<file path="src/hdl/rob_pkg.sv">
// Shared widths, op encoding and bus records for the reorder buffer.
// Imported by every RTL module and by the testbench.

package rob_pkg;

    localparam int DATA_WIDTH    = 32;
    localparam int ADDR_WIDTH    = 32;
    localparam int REG_IDX_WIDTH = 5;
    localparam int ROB_TAG_WIDTH = 3;
    localparam int ROB_DEPTH     = 1 << ROB_TAG_WIDTH;

    // Op class of an entry
    // Only OP_BR changes how the restart address is chosen
    typedef enum logic [1:0] {
        OP_ALU = 2'b00,
        OP_BR  = 2'b01,
        OP_LD  = 2'b10,
        OP_ST  = 2'b11
    } rob_op_e;

    // Dispatch payload written into the entry reserved by the previous rename
    typedef struct packed {
        rob_op_e                  op;
        logic [ADDR_WIDTH-1:0]    pc;
        logic [REG_IDX_WIDTH-1:0] rdest;
    } rob_enq_t;

    // One common data bus port
    // addr carries the branch target and is ignored for non-branch ops
    typedef struct packed {
        logic                     en;
        logic                     redirect;
        logic [ROB_TAG_WIDTH-1:0] tag;
        logic [DATA_WIDTH-1:0]    data;
        logic [ADDR_WIDTH-1:0]    addr;
    } cdb_t;

    // Record handed to the register map when an entry retires
    typedef struct packed {
        logic [REG_IDX_WIDTH-1:0] rdest;
        logic [ROB_TAG_WIDTH-1:0] tag;
        logic [DATA_WIDTH-1:0]    data;
    } rob_retire_t;

endpackage
</file>
<file path="src/hdl/reorder_buffer.sv">
// Reorder buffer top level with 8 entries and CDB_PORTS completion ports.
// Rename reserves the tail, enqueue fills it a cycle later, and the head
// retires in program order to the register map.

module reorder_buffer
    import rob_pkg::*;
#(
    parameter int CDB_PORTS = 2
)(
    input  logic                     clk,
    input  logic                     n_rst,

    input  logic                     i_rename_en,
    output logic [ROB_TAG_WIDTH-1:0] o_rename_tag,
    output logic                     o_rob_stall,

    input  logic                     i_enq_en,
    input  rob_enq_t                 i_enq,

    input  cdb_t                     i_cdb [CDB_PORTS],

    output logic                     o_retire_en,
    output rob_retire_t              o_retire,
    output logic                     o_redirect,
    output logic [ADDR_WIDTH-1:0]    o_redirect_addr
);

    logic [ROB_TAG_WIDTH-1:0] head_idx;
    logic [ROB_DEPTH-1:0]     dispatch_sel;
    logic                     enq_strobe;
    logic                     retire_strobe;
    logic                     redirect;
    logic                     head_rdy;
    logic                     head_redirect;
    rob_op_e                  head_op;
    logic [ADDR_WIDTH-1:0]    head_pc;
    logic [ADDR_WIDTH-1:0]    head_addr;
    logic [REG_IDX_WIDTH-1:0] head_rdest;
    logic [DATA_WIDTH-1:0]    head_data;

    assign o_redirect = redirect;

    rob_ptr_ctrl rob_ptr_ctrl_inst (
        .clk             (clk),
        .n_rst           (n_rst),
        .i_rename_en     (i_rename_en),
        .i_enq_en        (i_enq_en),
        .i_head_rdy      (head_rdy),
        .i_head_redirect (head_redirect),
        .o_head_idx      (head_idx),
        .o_tail_idx      (o_rename_tag),
        .o_full          (o_rob_stall),
        .o_dispatch_sel  (dispatch_sel),
        .o_enq_strobe    (enq_strobe),
        .o_retire_strobe (retire_strobe),
        .o_redirect      (redirect)
    );

    rob_entry_store #(
        .CDB_PORTS (CDB_PORTS)
    ) rob_entry_store_inst (
        .clk             (clk),
        .n_rst           (n_rst),
        .i_dispatch_sel  (dispatch_sel),
        .i_enq_strobe    (enq_strobe),
        .i_enq           (i_enq),
        .i_cdb           (i_cdb),
        .i_flush         (redirect),
        .i_head_idx      (head_idx),
        .o_head_rdy      (head_rdy),
        .o_head_redirect (head_redirect),
        .o_head_op       (head_op),
        .o_head_pc       (head_pc),
        .o_head_addr     (head_addr),
        .o_head_rdest    (head_rdest),
        .o_head_data     (head_data)
    );

    rob_retire_stage rob_retire_stage_inst (
        .clk             (clk),
        .n_rst           (n_rst),
        .i_retire_strobe (retire_strobe),
        .i_redirect      (redirect),
        .i_head_idx      (head_idx),
        .i_head_op       (head_op),
        .i_head_pc       (head_pc),
        .i_head_addr     (head_addr),
        .i_head_rdest    (head_rdest),
        .i_head_data     (head_data),
        .o_retire_en     (o_retire_en),
        .o_retire        (o_retire),
        .o_redirect_addr (o_redirect_addr)
    );

endmodule

</file>
<file path="src/hdl/rob_retire_stage.sv">
// Registered retire port toward the register map.
// Also latches the restart address that goes out with a redirect.

module rob_retire_stage
    import rob_pkg::*;
(
    input  logic                     clk,
    input  logic                     n_rst,

    input  logic                     i_retire_strobe,
    input  logic                     i_redirect,
    input  logic [ROB_TAG_WIDTH-1:0] i_head_idx,
    input  rob_op_e                  i_head_op,
    input  logic [ADDR_WIDTH-1:0]    i_head_pc,
    input  logic [ADDR_WIDTH-1:0]    i_head_addr,
    input  logic [REG_IDX_WIDTH-1:0] i_head_rdest,
    input  logic [DATA_WIDTH-1:0]    i_head_data,

    output logic                     o_retire_en,
    output rob_retire_t              o_retire,
    output logic [ADDR_WIDTH-1:0]    o_redirect_addr
);

    // Nothing retires while the flush is in progress
    always_ff @(posedge clk) begin
        if (!n_rst) begin
            o_retire_en <= 1'b0;
        end else begin
            o_retire_en <= i_retire_strobe & ~i_redirect;
        end
    end

    // Branches restart at their target, anything else replays from its own pc
    always_ff @(posedge clk) begin
        if (i_retire_strobe) begin
            o_retire.rdest  <= i_head_rdest;
            o_retire.tag    <= i_head_idx;
            o_retire.data   <= i_head_data;
            o_redirect_addr <= (i_head_op == OP_BR) ? i_head_addr : i_head_pc;
        end
    end

endmodule

</file>
<file path="src/hdl/rob_entry_store.sv">
// Entry array of the reorder buffer.
// Loaded by the dispatcher, completed by the CDB ports and read at the head
// for the retire decision and the retire record.

module rob_entry_store
    import rob_pkg::*;
#(
    parameter int CDB_PORTS = 2
)(
    input  logic                     clk,
    input  logic                     n_rst,

    input  logic [ROB_DEPTH-1:0]     i_dispatch_sel,
    input  logic                     i_enq_strobe,
    input  rob_enq_t                 i_enq,
    input  cdb_t                     i_cdb [CDB_PORTS],
    input  logic                     i_flush,
    input  logic [ROB_TAG_WIDTH-1:0] i_head_idx,

    output logic                     o_head_rdy,
    output logic                     o_head_redirect,
    output rob_op_e                  o_head_op,
    output logic [ADDR_WIDTH-1:0]    o_head_pc,
    output logic [ADDR_WIDTH-1:0]    o_head_addr,
    output logic [REG_IDX_WIDTH-1:0] o_head_rdest,
    output logic [DATA_WIDTH-1:0]    o_head_data
);

    logic [ROB_DEPTH-1:0]     rdy_q;
    logic [ROB_DEPTH-1:0]     redirect_q;
    logic [ROB_DEPTH-1:0]     rdy_d;
    logic [ROB_DEPTH-1:0]     redirect_d;
    logic [ROB_DEPTH-1:0]     dispatch_en;
    rob_op_e                  op_q    [ROB_DEPTH];
    logic [ADDR_WIDTH-1:0]    pc_q    [ROB_DEPTH];
    logic [REG_IDX_WIDTH-1:0] rdest_q [ROB_DEPTH];
    logic [ADDR_WIDTH-1:0]    addr_q  [ROB_DEPTH];
    logic [DATA_WIDTH-1:0]    data_q  [ROB_DEPTH];
    logic [ADDR_WIDTH-1:0]    addr_d  [ROB_DEPTH];
    logic [DATA_WIDTH-1:0]    data_d  [ROB_DEPTH];

    assign dispatch_en = i_dispatch_sel & {ROB_DEPTH{i_enq_strobe}};

    // Ports are scanned from low to high, so the last matching port wins
    always_comb begin
        for (int e = 0; e < ROB_DEPTH; e++) begin
            rdy_d[e]      = rdy_q[e];
            redirect_d[e] = redirect_q[e];
            addr_d[e]     = addr_q[e];
            data_d[e]     = data_q[e];
            for (int p = 0; p < CDB_PORTS; p++) begin
                if (i_cdb[p].en && (i_cdb[p].tag == ROB_TAG_WIDTH'(e))) begin
                    rdy_d[e]      = 1'b1;
                    redirect_d[e] = redirect_d[e] | i_cdb[p].redirect;
                    addr_d[e]     = i_cdb[p].addr;
                    data_d[e]     = i_cdb[p].data;
                end
            end
        end
    end

    // A fresh dispatch starts its entry as not ready
    always_ff @(posedge clk) begin
        if (!n_rst) begin
            rdy_q      <= '0;
            redirect_q <= '0;
        end else if (i_flush) begin
            rdy_q      <= '0;
            redirect_q <= '0;
        end else begin
            rdy_q      <= rdy_d & ~dispatch_en;
            redirect_q <= redirect_d & ~dispatch_en;
        end
    end

    always_ff @(posedge clk) begin
        for (int e = 0; e < ROB_DEPTH; e++) begin
            addr_q[e] <= addr_d[e];
            data_q[e] <= data_d[e];
            if (dispatch_en[e]) begin
                op_q[e]    <= i_enq.op;
                pc_q[e]    <= i_enq.pc;
                rdest_q[e] <= i_enq.rdest;
            end
        end
    end

    assign o_head_rdy      = rdy_q[i_head_idx];
    assign o_head_redirect = redirect_q[i_head_idx];
    assign o_head_op       = op_q[i_head_idx];
    assign o_head_pc       = pc_q[i_head_idx];
    assign o_head_addr     = addr_q[i_head_idx];
    assign o_head_rdest    = rdest_q[i_head_idx];
    assign o_head_data     = data_q[i_head_idx];

endmodule

</file>
<file path="src/hdl/rob_ptr_ctrl.sv">
// Head and tail pointer control for the reorder buffer.
// Gates rename and enqueue against the full flag, decides retire and
// raises the one-cycle redirect that flushes the buffer.

module rob_ptr_ctrl
    import rob_pkg::*;
(
    input  logic                     clk,
    input  logic                     n_rst,

    input  logic                     i_rename_en,
    input  logic                     i_enq_en,
    input  logic                     i_head_rdy,
    input  logic                     i_head_redirect,

    output logic [ROB_TAG_WIDTH-1:0] o_head_idx,
    output logic [ROB_TAG_WIDTH-1:0] o_tail_idx,
    output logic                     o_full,
    output logic [ROB_DEPTH-1:0]     o_dispatch_sel,
    output logic                     o_enq_strobe,
    output logic                     o_retire_strobe,
    output logic                     o_redirect
);

    // The extra top bit tells a full buffer apart from an empty one
    logic [ROB_TAG_WIDTH:0] head_q;
    logic [ROB_TAG_WIDTH:0] tail_q;
    logic [ROB_TAG_WIDTH:0] head_next;
    logic [ROB_TAG_WIDTH:0] tail_next;
    logic                   full_q;
    logic                   empty_q;
    logic                   redirect_q;
    logic                   rename_ok;
    logic                   retire_ok;
    logic [ROB_DEPTH-1:0]   dispatch_sel_q;

    assign rename_ok = i_rename_en & ~full_q;
    assign retire_ok = i_head_rdy & ~empty_q & ~redirect_q;

    always_comb begin
        if (redirect_q) begin
            head_next = '0;
            tail_next = '0;
        end else begin
            head_next = retire_ok ? head_q + 1'b1 : head_q;
            tail_next = rename_ok ? tail_q + 1'b1 : tail_q;
        end
    end

    always_ff @(posedge clk) begin
        if (!n_rst) begin
            head_q <= '0;
            tail_q <= '0;
        end else begin
            head_q <= head_next;
            tail_q <= tail_next;
        end
    end

    // Flags are computed from the next pointers so they line up with them
    always_ff @(posedge clk) begin
        if (!n_rst || redirect_q) begin
            full_q  <= 1'b0;
            empty_q <= 1'b1;
        end else begin
            full_q  <= ({~tail_next[ROB_TAG_WIDTH], tail_next[ROB_TAG_WIDTH-1:0]} == head_next);
            empty_q <= (tail_next == head_next);
        end
    end

    // The entry reserved now is filled by the enqueue of the next cycle
    always_ff @(posedge clk) begin
        if (!n_rst) begin
            dispatch_sel_q <= '0;
        end else if (rename_ok) begin
            dispatch_sel_q <= ROB_DEPTH'(1) << tail_q[ROB_TAG_WIDTH-1:0];
        end
    end

    // A retiring entry marked redirect gives a single-cycle pulse
    always_ff @(posedge clk) begin
        if (!n_rst) begin
            redirect_q <= 1'b0;
        end else begin
            redirect_q <= retire_ok & i_head_redirect;
        end
    end

    assign o_head_idx      = head_q[ROB_TAG_WIDTH-1:0];
    assign o_tail_idx      = tail_q[ROB_TAG_WIDTH-1:0];
    assign o_full          = full_q;
    assign o_dispatch_sel  = dispatch_sel_q;
    assign o_enq_strobe    = i_enq_en & ~full_q;
    assign o_retire_strobe = retire_ok;
    assign o_redirect      = redirect_q;

endmodule

</file>
<file path="config.mk">
export PLATFORM = sky130hd
export DESIGN_NAME = reorder_buffer
export DESIGN_NICKNAME = d
export VERILOG_FILES = /design/src/hdl/rob_pkg.sv /design/src/hdl/reorder_buffer.sv /design/src/hdl/rob_retire_stage.sv /design/src/hdl/rob_entry_store.sv /design/src/hdl/rob_ptr_ctrl.sv
export SDC_FILE = /design/constraint.sdc
export NUM_CORES = 1
export LEC_CHECK = 0
export ABC_CLOCK_PERIOD_IN_PS = 11050
export BUFFER_PORTS_ARGS = -buffer_cell sky130_fd_sc_hd__buf_2
export CORE_MARGIN = 1
export CORE_UTILIZATION = 45
export DETAILED_ROUTE_END_ITERATION = 8
export SYNTH_ARGS = -nofsm -noshare
export SYNTH_HDL_FRONTEND = slang
export SYNTH_SLANG_ARGS = --single-unit
</file>
<file path="constraint.sdc">
create_clock -name clk -period 11.05 [get_ports clk]
set_input_delay 1.105 -clock clk [delete_from_list [all_inputs] [get_ports clk]]
set_output_delay 1.105 -clock clk [all_outputs]
set_load 0.01 [all_outputs]
</file>
# After elaboration in Yosys (flattened, before gate mapping)

Memories as Yosys holds them, arrays and structs flattened. A register that Yosys moved wholly into a read port is not among the register bits.
Index checks and enable logic that the tools add are counted.

Memories kept: 5
Flip-flop bits (word level): 71
Word-level logic and storage cells: 189
Bits in writable memories: 824

Memories:

| memory                       | words | bits a word | rd ports | clocked after Yosys merged registers in | write ports | line                  | source |
|---|---|---|---|---|---|---|---|
| rob_entry_store_inst.addr_q  | 8     | 32          | 1        | 1                                       | 8           | rob_entry_store.sv:37 | `logic [ADDR_WIDTH-1:0] addr_q [ROB_DEPTH];` |
| rob_entry_store_inst.data_q  | 8     | 32          | 1        | 1                                       | 8           | rob_entry_store.sv:38 | `logic [DATA_WIDTH-1:0] data_q [ROB_DEPTH];` |
| rob_entry_store_inst.pc_q    | 8     | 32          | 1        | 1                                       | 8           | rob_entry_store.sv:35 | `logic [ADDR_WIDTH-1:0] pc_q [ROB_DEPTH];` |
| rob_entry_store_inst.rdest_q | 8     | 5           | 1        | 1                                       | 8           | rob_entry_store.sv:36 | `logic [REG_IDX_WIDTH-1:0] rdest_q [ROB_DEPTH];` |
| rob_entry_store_inst.op_q    | 8     | 2           | 1        | 1                                       | 8           | rob_entry_store.sv:34 | `rob_op_e op_q [ROB_DEPTH];` |

Eq/ne operators: 25
Bitwise logic cells: 31
Mux-type cells: 92
Shift operators: 1
Reductions and logical operators: 21
Add/sub/neg operators: 2
Magnitude comparators: 1

Operators by type and width:

| operator                                                    | number |
|---|---|
| two-way mux 32 bit                                          | 33 |
| two-way mux 1 bit                                           | 50 |
| bitwise AND 8 bit                                           | 3 |
| == test 3 bit (second input constant)                       | 8 |
| logical AND 1 bit                                           | 16 |
| two-way mux 4 bit                                           | 4 |
| != test 2 bit (second input constant)                       | 8 |
| OR 1 bit                                                    | 16 |
| == test 3 x 2 -> 1 bit (second input constant)              | 4 |
| two-way mux 3 bit                                           | 3 |
| adder 4 x 1 -> 4 bit (second input constant)                | 2 |
| == test 4 bit                                               | 2 |
| inverter 8 bit                                              | 1 |
| left shift 1 x 3 -> 8 bit (first input constant)            | 1 |
| bitwise AND 1 bit                                           | 6 |
| binary-select mux 1 bit (select 3 bit)                      | 2 |
| == test 3 x 1 -> 1 bit (second input constant)              | 2 |
| zero test 3 bit                                             | 2 |
| inverter 1 bit                                              | 5 |
| less-than comparator 3 x 4 -> 1 bit (second input constant) | 1 |
| == test 2 x 1 -> 1 bit (second input constant)              | 1 |
| OR reduction 2 bit                                          | 1 |
| zero test 1 bit                                             | 1 |
| logical OR 1 bit                                            | 1 |

# Depth between registers and ports, before layout

Gate-level depths: netlist (run 1).

Word-level depth: 7
Mapped depth: 9
Mapped depth without buffers: 7

# Hierarchy

From an unflattened synthesis (run 1), not the netlist that was laid out.

Cell total of the unflattened synthesis: 2068
Area total of the unflattened synthesis: 42171.7 sq um

By module, submodules not included:

| module           | sequential area each (sq um) | cells an instance | area each (sq um) | instances |
|---|---|---|---|---|
| rob_entry_store  | 25064.0                      | 1852              | 38433.1           | 1 |
| rob_retire_stage | 2182.1                       | 111               | 2748.9            | 1 |
| rob_ptr_ctrl     | 380.4                        | 105               | 989.7             | 1 |

# Worst setup path after synthesis (run 1)

No wires, ideal clock.

Kind: input -> register
Start: input port i_cdb[133] in the netlist's numbering
End: memory rob_entry_store_inst.addr_q[4][0], enable pin
Slack: 4245 ps
Cell stages on the path: 2
Required time: 10463 ps
Arrival time: 6219 ps
Path buffers: 1
Path through: clkbuf_1 -> o32ai_1

RTL lines:

| what               | line                  | source |
|---|---|---|
| start: declaration | reorder_buffer.sv:20  | `input cdb_t i_cdb [CDB_PORTS],` |
| end: declaration   | rob_entry_store.sv:37 |  |

==> flow_summary.toml, run 1 <==
[run_status]
status = "complete, no violations"

[drt]
wl_per_cell_um = 28.9
final_antenna_net_count = 0
vias_per_cell = 5.84
wirelength_mm = 106
vias = 21409
dr.pass1.iters = 5
remaining_drc_errors = 0
first_iter_violations = 1637

[sta]
fin_crit_ns = 4.83
worst_slew_pin_slew_ns = 1.08
maxSlewViolCount = 0
fin_ws_ns = 6.22
rsz0062_at_grt = "no"
fmax_ghz = 0.207
fin_tns_setup_ns = 0
fin_crit_sh = 0.437
skew_ns = 0.0245
finalSetupViolCount = 0
hold_viol = 0
max_slew_margin = 0.278

[floorplan]
start_util = 0.456
core_area_sq_mm = 0.0903
num_io_pins = 259
row_count = 110
die-area_sq_mm = 0.0926
die_h_um = 304
die_w_um = 304

[job]
maxCapViolCount = 0

[clock_tree]
cts_tree = "yes"
cts.clk_slew.worst_paths_ns = 0.06
cts_buffers = 100
post-cts-setup-buffer-count = 0
clockBufferDepth = 3
cts_htree_levels = 3
clock-sinks = 932
holdBufCountCts = 0
root_buffer = "clkbuf_16"
clock_latency_ns = 0.67
cts_resized = 0

[cells_and_area]
nFillCells = 7310
syn_to_final_growth_pct = 13.8
fin_cells = 3666
nets = 2589
utilization = 0.518
layout-drive-gt1-share = 0.467

[critical_path]
rr_endpoint = "rob_retire_stage_inst.o_redirect_addr[16]"
r2r-start = "rob_ptr_ctrl_inst.head_q[0]"
cp.arrival_ns = 5.22
ff2ff_path_depth = 9
path_class = "register to register"
worstSetupStartpointType = "register"
cp_max_fo = 69
worst_setup_path_end_kind = "register"
r2r_slack_ns = 6.22
worstPathRequired_ns = 11.44

[logic_synthesis]
ys_warn_count = 0
yosysTopAreaCell = "edfxtp_1"
dominantRegCellSynth = "edfxtp_1"
yosysUniqueCellTypes = 45
synth_top_area_frac = 0.654
synth_seq_cells = 932
syn_nets = 2318
synth_area_leaders = "edfxtp_1 (65%), mux2_2 (13%), mux4_2 (11%)"
postSynthAreaPerCell_sq_um = 19.3
syn_inst = 2130
synth-seq-area-share = 0.672
synthArstFlopShare = 0
yosysMostFrequentCell = "edfxtp_1"
syn_area_sq_mm = 0.0411
synthTopCellsByCount = "edfxtp_1 (896), mux2_2 (485), mux4_2 (205)"
synth-edff-count = 896

[place]
pre_cts_ws_ns = 6.02
placed_cells = 3475
hpwl_mm = 59.3
portBuffers = 258
gp_congestion = 0.756

[min_path]
worstHoldStart = "rob_ptr_ctrl_inst.o_dispatch_sel[6]"
holdPathStages = 2
worstHoldEndpoint = "rob_ptr_ctrl_inst.o_dispatch_sel[6]"
worstHoldPathType = "register to register"

[global_route]
grt.total_usage = 0.230
antenna_found_initial = 38
grt_remaining_overflow = 0
grt_pass1_vias = 22743
grt_pass1_wl_mm = 155
grt_max_degree = 70

[pwr]
ir_drop_v = 0.000125
power.density_mw_per_mm2 = 167
p_leak_uw = 0.0151
==> per-layer routing <==
metal,global-route usage,part of all wire
met5,0,0.0024
met1,0.302,0.42
met2,0.387,0.50
met3,0.0515,0.063
met4,0.0552,0.020
==> critical path, stage by stage (launching register included) <==
cell and delay, ns:
dfxtp_4 0.80, buf_4 0.72, buf_4 0.76, nand2_1 0.12, o32ai_1 0.15, mux4_4 0.63, buf_4 0.76, nor2b_1 0.14
a211oi_1 0.25, a21oi_1 0.06
==> metrics by stage <==
stage / power (uW) / hold slack, ns / cell area [sq um]
after global placement: 4720 / 0.451 / 43700
after global routing: 8070 / 0.481 / 46800
after detailed placement: 4750 / 0.454 / 43700
final: 7810 / 0.457 / 46800
after CTS: 7890 / 0.461 / 46800
after floorplan: 4530 / 0.409 / 41100
==> final cells by class <==
cell class                      instances  area, sq um  area share
Antenna cell                            8         20.0    0.000428
Clock inverter                         46          324     0.00692
Multi-Input combinational cell       1051        12900       0.276
Sequential cell                       932        27600       0.590
Inverter                               11         41.3    0.000882
Timing Repair Buffer                  305         1640      0.0351
Tap cell                             1176         1470      0.0314
Clock buffer                          137         2730      0.0584
==> sequential cells by signal (all words and copies together), names as in the netlist, 4 cells and up <==
name and flops:
rob_entry_store_inst.redirect_q 8, rob_entry_store_inst.rdest_q 40, rob_retire_stage_inst.o_retire 40, rob_entry_store_inst.pc_q 256
rob_entry_store_inst.addr_q 256, rob_entry_store_inst.rdy_q 8, rob_retire_stage_inst.o_redirect_addr 32, rob_ptr_ctrl_inst.head_q 4
rob_ptr_ctrl_inst.o_dispatch_sel 8, rob_ptr_ctrl_inst.tail_q 4, rob_entry_store_inst.data_q 256, rob_entry_store_inst.op_q 16
==> worst max path at each step <==
stage                                                      to                        start  cells after the start
floorplan                   rob_entry_store_inst.addr_q[4][0]                   i_cdb[133]                      2
global placement    rob_retire_stage_inst.o_redirect_addr[11]  rob_ptr_ctrl_inst.head_q[0]                      9
detailed placement  rob_retire_stage_inst.o_redirect_addr[11]  rob_ptr_ctrl_inst.head_q[0]                      9
CTS                 rob_retire_stage_inst.o_redirect_addr[11]  rob_ptr_ctrl_inst.head_q[0]                      9
global route        rob_retire_stage_inst.o_redirect_addr[17]  rob_ptr_ctrl_inst.head_q[0]                      9
finish              rob_retire_stage_inst.o_redirect_addr[16]  rob_ptr_ctrl_inst.head_q[0]                      9
==> cell families after synthesis <==
| kind of cell | count (synthesis) | share of synthesized area |
|---|---|---|
| AO/OA/AOI/OAI | 99 | 0.0166 |
| AND/OR/NAND/NOR | 142 | 0.0181 |
| adder cells (fa/ha/maj) | 7 | 0.00213 |
| flip-flops | 932 | 0.672 |
| buffers and inverters | 147 | 0.0175 |
| XOR/XNOR | 12 | 0.00255 |
| multiplexers | 791 | 0.272 |
==> report_power, final <==
group | total, uW | leakage (uW) | internal [uW] | switching, uW
Clock | 3150 | 0.00148 | 1790 | 1350
Combinational | 579 | 0.00514 | 268 | 311
Sequential | 4090 | 0.00846 | 4040 | 43.4
==> placed cells by master, fill, tap and decap left out, drive strengths merged, types with 9 or more instances in the layout <==
cell type    n
edfxtp     896
mux2       550
buf        305
mux4       205
clkbuf     137
nor2b       38
mux2i       36
dfxtp       36
a211oi      35
clkinv      35
a21oi       34
nor2        30
nand2       21
nor3        21
inv         14
and2         9
a21boi       9
Power figures use the tool's default switching activity.
==> inputs of run 2 (changes only) <==
--- a/config.mk
+++ b/config.mk
@@ -5,7 +5,7 @@
 export SDC_FILE = /design/constraint.sdc
 export NUM_CORES = 1
 export LEC_CHECK = 0
-export ABC_CLOCK_PERIOD_IN_PS = 11050
+export ABC_CLOCK_PERIOD_IN_PS = 4700
 export BUFFER_PORTS_ARGS = -buffer_cell sky130_fd_sc_hd__buf_2
 export CORE_MARGIN = 1
 export CORE_UTILIZATION = 45
==> constraint.sdc (replaced) <==
create_clock -name clk -period 4.7 [get_ports clk]
set_input_delay 0.47 -clock clk [delete_from_list [all_inputs] [get_ports clk]]
set_output_delay 0.47 -clock clk [all_outputs]
set_load 0.01 [all_outputs]
==> run 2 against run 1 <==
  * Sequential power rose by 130%
  * Clock power rose by 130%
  * Register-to-register slack got worse by 4.7 ns
  * Critical path depth fell by 2
  * Global-route usage rose by 0.26 points
  * Power rose by 130%
  * Routed wire length rose by 2.1%
  * Sequential share of layout area barely moved
  * Final area barely moved
  * Core utilization barely moved
==> flow_summary.toml, run 2 (same netlist as run 1, synthesis figures left out) <==
[run_status]
status = "complete, no violations"

[drt]
vias_per_cell = 5.89
final_antenna_net_count = 0
dr.pass1.iters = 5
vias = 21533
wirelength_mm = 108
first_iter_violations = 1674
remaining_drc_errors = 0
wl_per_cell_um = 29.6

[sta]
fin_crit_sh = 0.673
rsz0062_at_grt = "no"
fin_crit_ns = 3.16
maxSlewViolCount = 0
hold_viol = 0
finalSetupViolCount = 0
fmax_ghz = 0.316
hold_ws_ns = 0.0655
worst_slew_pin_slew_ns = 1.33
fin_tns_setup_ns = 0
max_slew_margin = 0.116
skew_ns = 0.0222

[pwr]
ir_drop_v = 0.000312
power.density_mw_per_mm2 = 387
p_leak_uw = 0.0151

[critical_path]
endpoint = "rob_retire_stage_inst.o_redirect_addr[14]"
ff2ff_path_depth = 7
worstPathRequired_ns = 5.07
rr_endpoint = "rob_retire_stage_inst.o_redirect_addr[14]"
cp.arrival_ns = 3.53
r2r_slack_ns = 1.54
r2r-start = "rob_ptr_ctrl_inst.head_q[0]"
path_class = "register to register"
crit_start = "rob_ptr_ctrl_inst.head_q[0]"
cp_max_fo = 58
worstSetupStartpointType = "register"
worst_setup_path_end_kind = "register"

[min_path]
worstHoldStart = "i_enq[3]"
holdPathStages = 1
worstHoldPathType = "input port to register"

[clock_tree]
cts_resized = 0
clockBufferDepth = 3
cts.clk_slew.worst_paths_ns = 0.06
cts_buffers = 98
clock-sinks = 932
post-cts-setup-buffer-count = 0
root_buffer = "clkbuf_16"
holdBufCountCts = 0
cts_htree_levels = 3
cts_tree = "yes"
clock_latency_ns = 0.67

[place]
portBuffers = 258
placed_cells = 3480
gp_congestion = 0.778
hpwl_mm = 61.3
dpl_cell_area_sq_mm = 0.0439

[global_route]
grt_remaining_overflow = 0
grt_max_degree = 76
grt_pass1_wl_mm = 157
grt_pass1_vias = 22907
antenna_found_initial = 35
grt.total_usage = 0.232

[floorplan]
die_w_um = 304
row_count = 110
die_h_um = 304
num_io_pins = 259
core_area_sq_mm = 0.0903
die-area_sq_mm = 0.0926
start_util = 0.456

[cells_and_area]
syn_to_final_growth_pct = 13.7
mostFrequentLayoutCells = "edfxtp_1 (896), mux2_2 (485), buf_2 (258), mux4_2 (204), clkbuf_16 (98)"
top_regs = "rob_entry_store_inst.addr_q: 256 flops, rob_entry_store_inst.data_q: 256 flops, rob_entry_store_inst.pc_q: 256 flops"
fin_cells = 3657
fin_area_sq_mm = 0.0468
nets = 2592
layout-drive-gt1-share = 0.467
final_common_cell = "edfxtp_1"

[job]
maxCapViolCount = 0
run 2: cell types whose count changed in the layout (fill, tap and decap cells not counted), moves of 2 or more:
cell | previous run | this run
buf_12 | 0 | 7
clkinv_1 | 22 | 15
clkbuf_8 | 7 | 1
clkinvlp_4 | 5 | 1
clkbuf_16 | 101 | 98
clkinv_2 | 11 | 14
buf_4 | 47 | 45
inv_16 | 0 | 2
run 2: worst min-delay path by stage:
stage,endpoint,slack [ns]
final,rob_entry_store_inst.rdest_q[1][3],0.07
after global routing,rob_entry_store_inst.rdest_q[1][3],0.05
after CTS,rob_entry_store_inst.rdest_q[1][3],0.03
after detailed placement,rob_ptr_ctrl_inst.o_dispatch_sel[6],0.45
after global placement,rob_ptr_ctrl_inst.o_dispatch_sel[0],0.45
after floorplan,rob_retire_stage_inst.o_retire[34],0.41
run 2: per-stage QoR:
step | setup WS, ns | utilization | total power [uW]
detailed placement | 1.49 | 0.486 | 11200
floorplan | 0.165 | - | 10600
global route | 1.27 | 0.518 | 18700
CTS | 1.46 | 0.518 | 18300
finish | 1.54 | 0.518 | 18100
global placement | 1.59 | 0.486 | 11100
run 2: critical path, stage by stage (launching register included):
cell,delay [ns]
dfxtp_4,0.74
nand2_1,0.12
o32ai_1,0.15
mux4_4,1.01
buf_4,0.41
nor2b_1,0.08
a211oi_1,0.24
a21oi_1,0.06
run 2: per-layer routing:
layer / wire [um] / global-route usage
met1: 44900 / 0.304
met2: 54700 / 0.398
met3: 6500 / 0.0504
met4: 1920 / 0.0475
met5: 243 / 0
run 2: cell type report:
class | count | area [sq um]
clock inverters | 39 | 314
clock buffers | 129 | 2580
fillers | 7250 | 43500
well taps | 1176 | 1470
multi-input cells | 1051 | 12900
diodes | 9 | 22.5
repair buffers | 310 | 1770
flip-flops and latches | 932 | 27600
inverters | 11 | 41.3
run 2: power by group:
part | internal [uW] | switching (uW) | total (uW)
clock network | 3970 | 3160 | 7120
logic | 638 | 746 | 1380
registers | 9510 | 102 | 9610
==> inputs of run 3 (changes only) <==
--- a/config.mk
+++ b/config.mk
@@ -5,7 +5,7 @@
 export SDC_FILE = /design/constraint.sdc
 export NUM_CORES = 1
 export LEC_CHECK = 0
-export ABC_CLOCK_PERIOD_IN_PS = 4700
+export ABC_CLOCK_PERIOD_IN_PS = 3100
 export BUFFER_PORTS_ARGS = -buffer_cell sky130_fd_sc_hd__buf_2
 export CORE_MARGIN = 1
 export CORE_UTILIZATION = 45
==> constraint.sdc (replaced) <==
create_clock -name clk -period 3.1 [get_ports clk]
set_input_delay 0.31 -clock clk [delete_from_list [all_inputs] [get_ports clk]]
set_output_delay 0.31 -clock clk [all_outputs]
set_load 0.01 [all_outputs]
==> run 3 against run 2 <==
  * Sequential power rose by 52%
  * Die area stayed put
  * Power grew 55%
  * Clock power up 57%
  * Critical path depth decreased by 1
  * Routed wire length decreased by 1.4%
  * Final area is 2.7% higher
  * Maximum frequency up 35%
  * Hold slack worse by 0.024 ns
  * Flip-flop and latch count did not move
  * Critical path type unchanged
==> flow_summary.toml, run 3 (same netlist as run 1, synthesis figures left out) <==
[critical_path]
worstSetupStartpointType = "register"
path_class = "register to register"
r2r_slack_ns = 0.75
cp_max_fo = 72
worst_setup_path_end_kind = "register"
cp.arrival_ns = 2.72
rr_endpoint = "rob_retire_stage_inst.o_redirect_addr[6]"
r2r-start = "rob_ptr_ctrl_inst.head_q[0]"
ff2ff_path_depth = 6
worstPathRequired_ns = 3.47

[pwr]
power.density_mw_per_mm2 = 583
p_leak_uw = 0.0156
ir_drop_v = 0.000404

[drt]
vias = 21777
wl_per_cell_um = 28.5
remaining_drc_errors = 0
wirelength_mm = 107
dr.pass1.iters = 5
vias_per_cell = 5.81
first_iter_violations = 1564
final_antenna_net_count = 0

[global_route]
grt_pass1_vias = 23374
grt_pass1_wl_mm = 157
met2_usage = 0.390
grt_max_degree = 73
met3_usage = 0.0500
antenna_found_initial = 21
grt.total_usage = 0.231
top_usage_layer = "met2"
grt_remaining_overflow = 0
gr-usage-met1 = 0.305

[clock_tree]
clock-sinks = 932
root_buffer = "clkbuf_16"
cts_htree_levels = 3
cts.clk_slew.worst_paths_ns = 0.06
cts_buffers = 98
cts_tree = "yes"
clock_latency_ns = 0.66
post-cts-setup-buffer-count = 0
clockBufferDepth = 3

[job]
maxCapViolCount = 0

[min_path]
holdPathStages = 2
worstHoldPathType = "input port to register"
worstHoldStart = "i_cdb[54]"
worstHoldEndpoint = "rob_entry_store_inst.data_q[6][22]"

[sta]
hold_ws_ns = 0.0416
fin_ws_ns = 0.755
worst_slew_pin_slew_ns = 0.968
rsz0062_at_grt = "no"
fin_crit_ns = 2.35
fin_crit_sh = 0.756
finalSetupViolCount = 0
hold_viol = 0
fmax_ghz = 0.426
skew_ns = 0.0250
max_slew_margin = 0.355
maxSlewViolCount = 0

[place]
pre_cts_ws_ns = 0.621
hpwl_mm = 62.3
gp_congestion = 0.770
dpl_cell_area_sq_mm = 0.0443
portBuffers = 258

[floorplan]
row_count = 110
num_io_pins = 259
core_area_sq_mm = 0.0903
die-area_sq_mm = 0.0926
die_w_um = 304
die_h_um = 304
start_util = 0.456

[cells_and_area]
final_common_cell = "edfxtp_1"
top_regs = "rob_entry_store_inst.addr_q: 256 flops, rob_entry_store_inst.data_q: 256 flops, rob_entry_store_inst.pc_q: 256 flops"
syn_to_final_growth_pct = 16.8
mostFrequentLayoutCells = "edfxtp_1 (896), mux2_2 (485), buf_2 (258), mux4_2 (204), clkbuf_16 (99)"
nFillCells = 7153
nets = 2676
layout-drive-gt1-share = 0.458
fin_area_sq_mm = 0.0480

[run_status]
status = "complete, no violations"
==> run 3: final cells by class <==
class                      instances  area (sq um)  area share
inverter                          11          41.3    0.000859
clock inverter                    53           468     0.00974
timing repair buffer             394          2910      0.0606
tap                             1176          1470      0.0306
antenna                            5          12.5    0.000260
sequential                       932         27600       0.575
clock buffer                     124          2570      0.0535
multi-input combinational       1051         12900       0.269
==> run 3: what timing repair did <==
item,4_1_cts,5_1_grt
hold endpoints to repair,339,0
resized for setup,0,0
hold buffers,65,0
==> run 3: metal layers <==
layer | part of all wire | up-vias
li1 | - | 9471
met1 | 0.42 | 11516
met2 | 0.50 | 604
met3 | 0.063 | 158
met4 | 0.016 | 28
met5 | 0.0017 | -
==> run 3: where the power goes <==
group / total [uW] / internal (uW) / switching, uW
clock network: 11200 / 6380 / 4870
logic: 2240 / 1070 / 1170
registers: 14600 / 14400 / 141
==> run 3: worst max-delay path by stage <==
stage | from | endpoint | slack (ns) | depth (start not counted)
4_1_cts | rob_ptr_ctrl_inst.head_q[0] | rob_retire_stage_inst.o_redirect_addr[15] | 0.75 | 6
5_1_grt | rob_ptr_ctrl_inst.head_q[0] | rob_retire_stage_inst.o_redirect_addr[4] | 0.63 | 5
2_1_floorplan | i_cdb[134] | rob_entry_store_inst.addr_q[6][0] | -1.00 | 3
3_5_place_dp | i_cdb[66] | rob_entry_store_inst.data_q[3][26] | 0.62 | 5
3_3_place_gp | i_cdb[66] | rob_entry_store_inst.data_q[3][25] | 0.63 | 5
6_report | rob_ptr_ctrl_inst.head_q[0] | rob_retire_stage_inst.o_redirect_addr[6] | 0.75 | 6
==> run 3: worst max-delay path, stage by stage, from the launching register on <==
cell      delay [ns]
dfxtp_4         0.43
o32ai_1         0.40
mux4_4          0.41
buf_12          0.33
nor2b_1         0.09
a211oi_1        0.24
a21oi_1         0.07
==> run 3: through the flow <==
step	power (uW)	utilization	cells	setup TNS [ns]
CTS	28300	0.532	3741	0
global placement	16900	0.491	3499	0
finish	28000	0.532	3746	0
global route	29000	0.532	3745	0
detailed placement	17000	0.491	3499	0
floorplan	16100	-	2130	-100.89
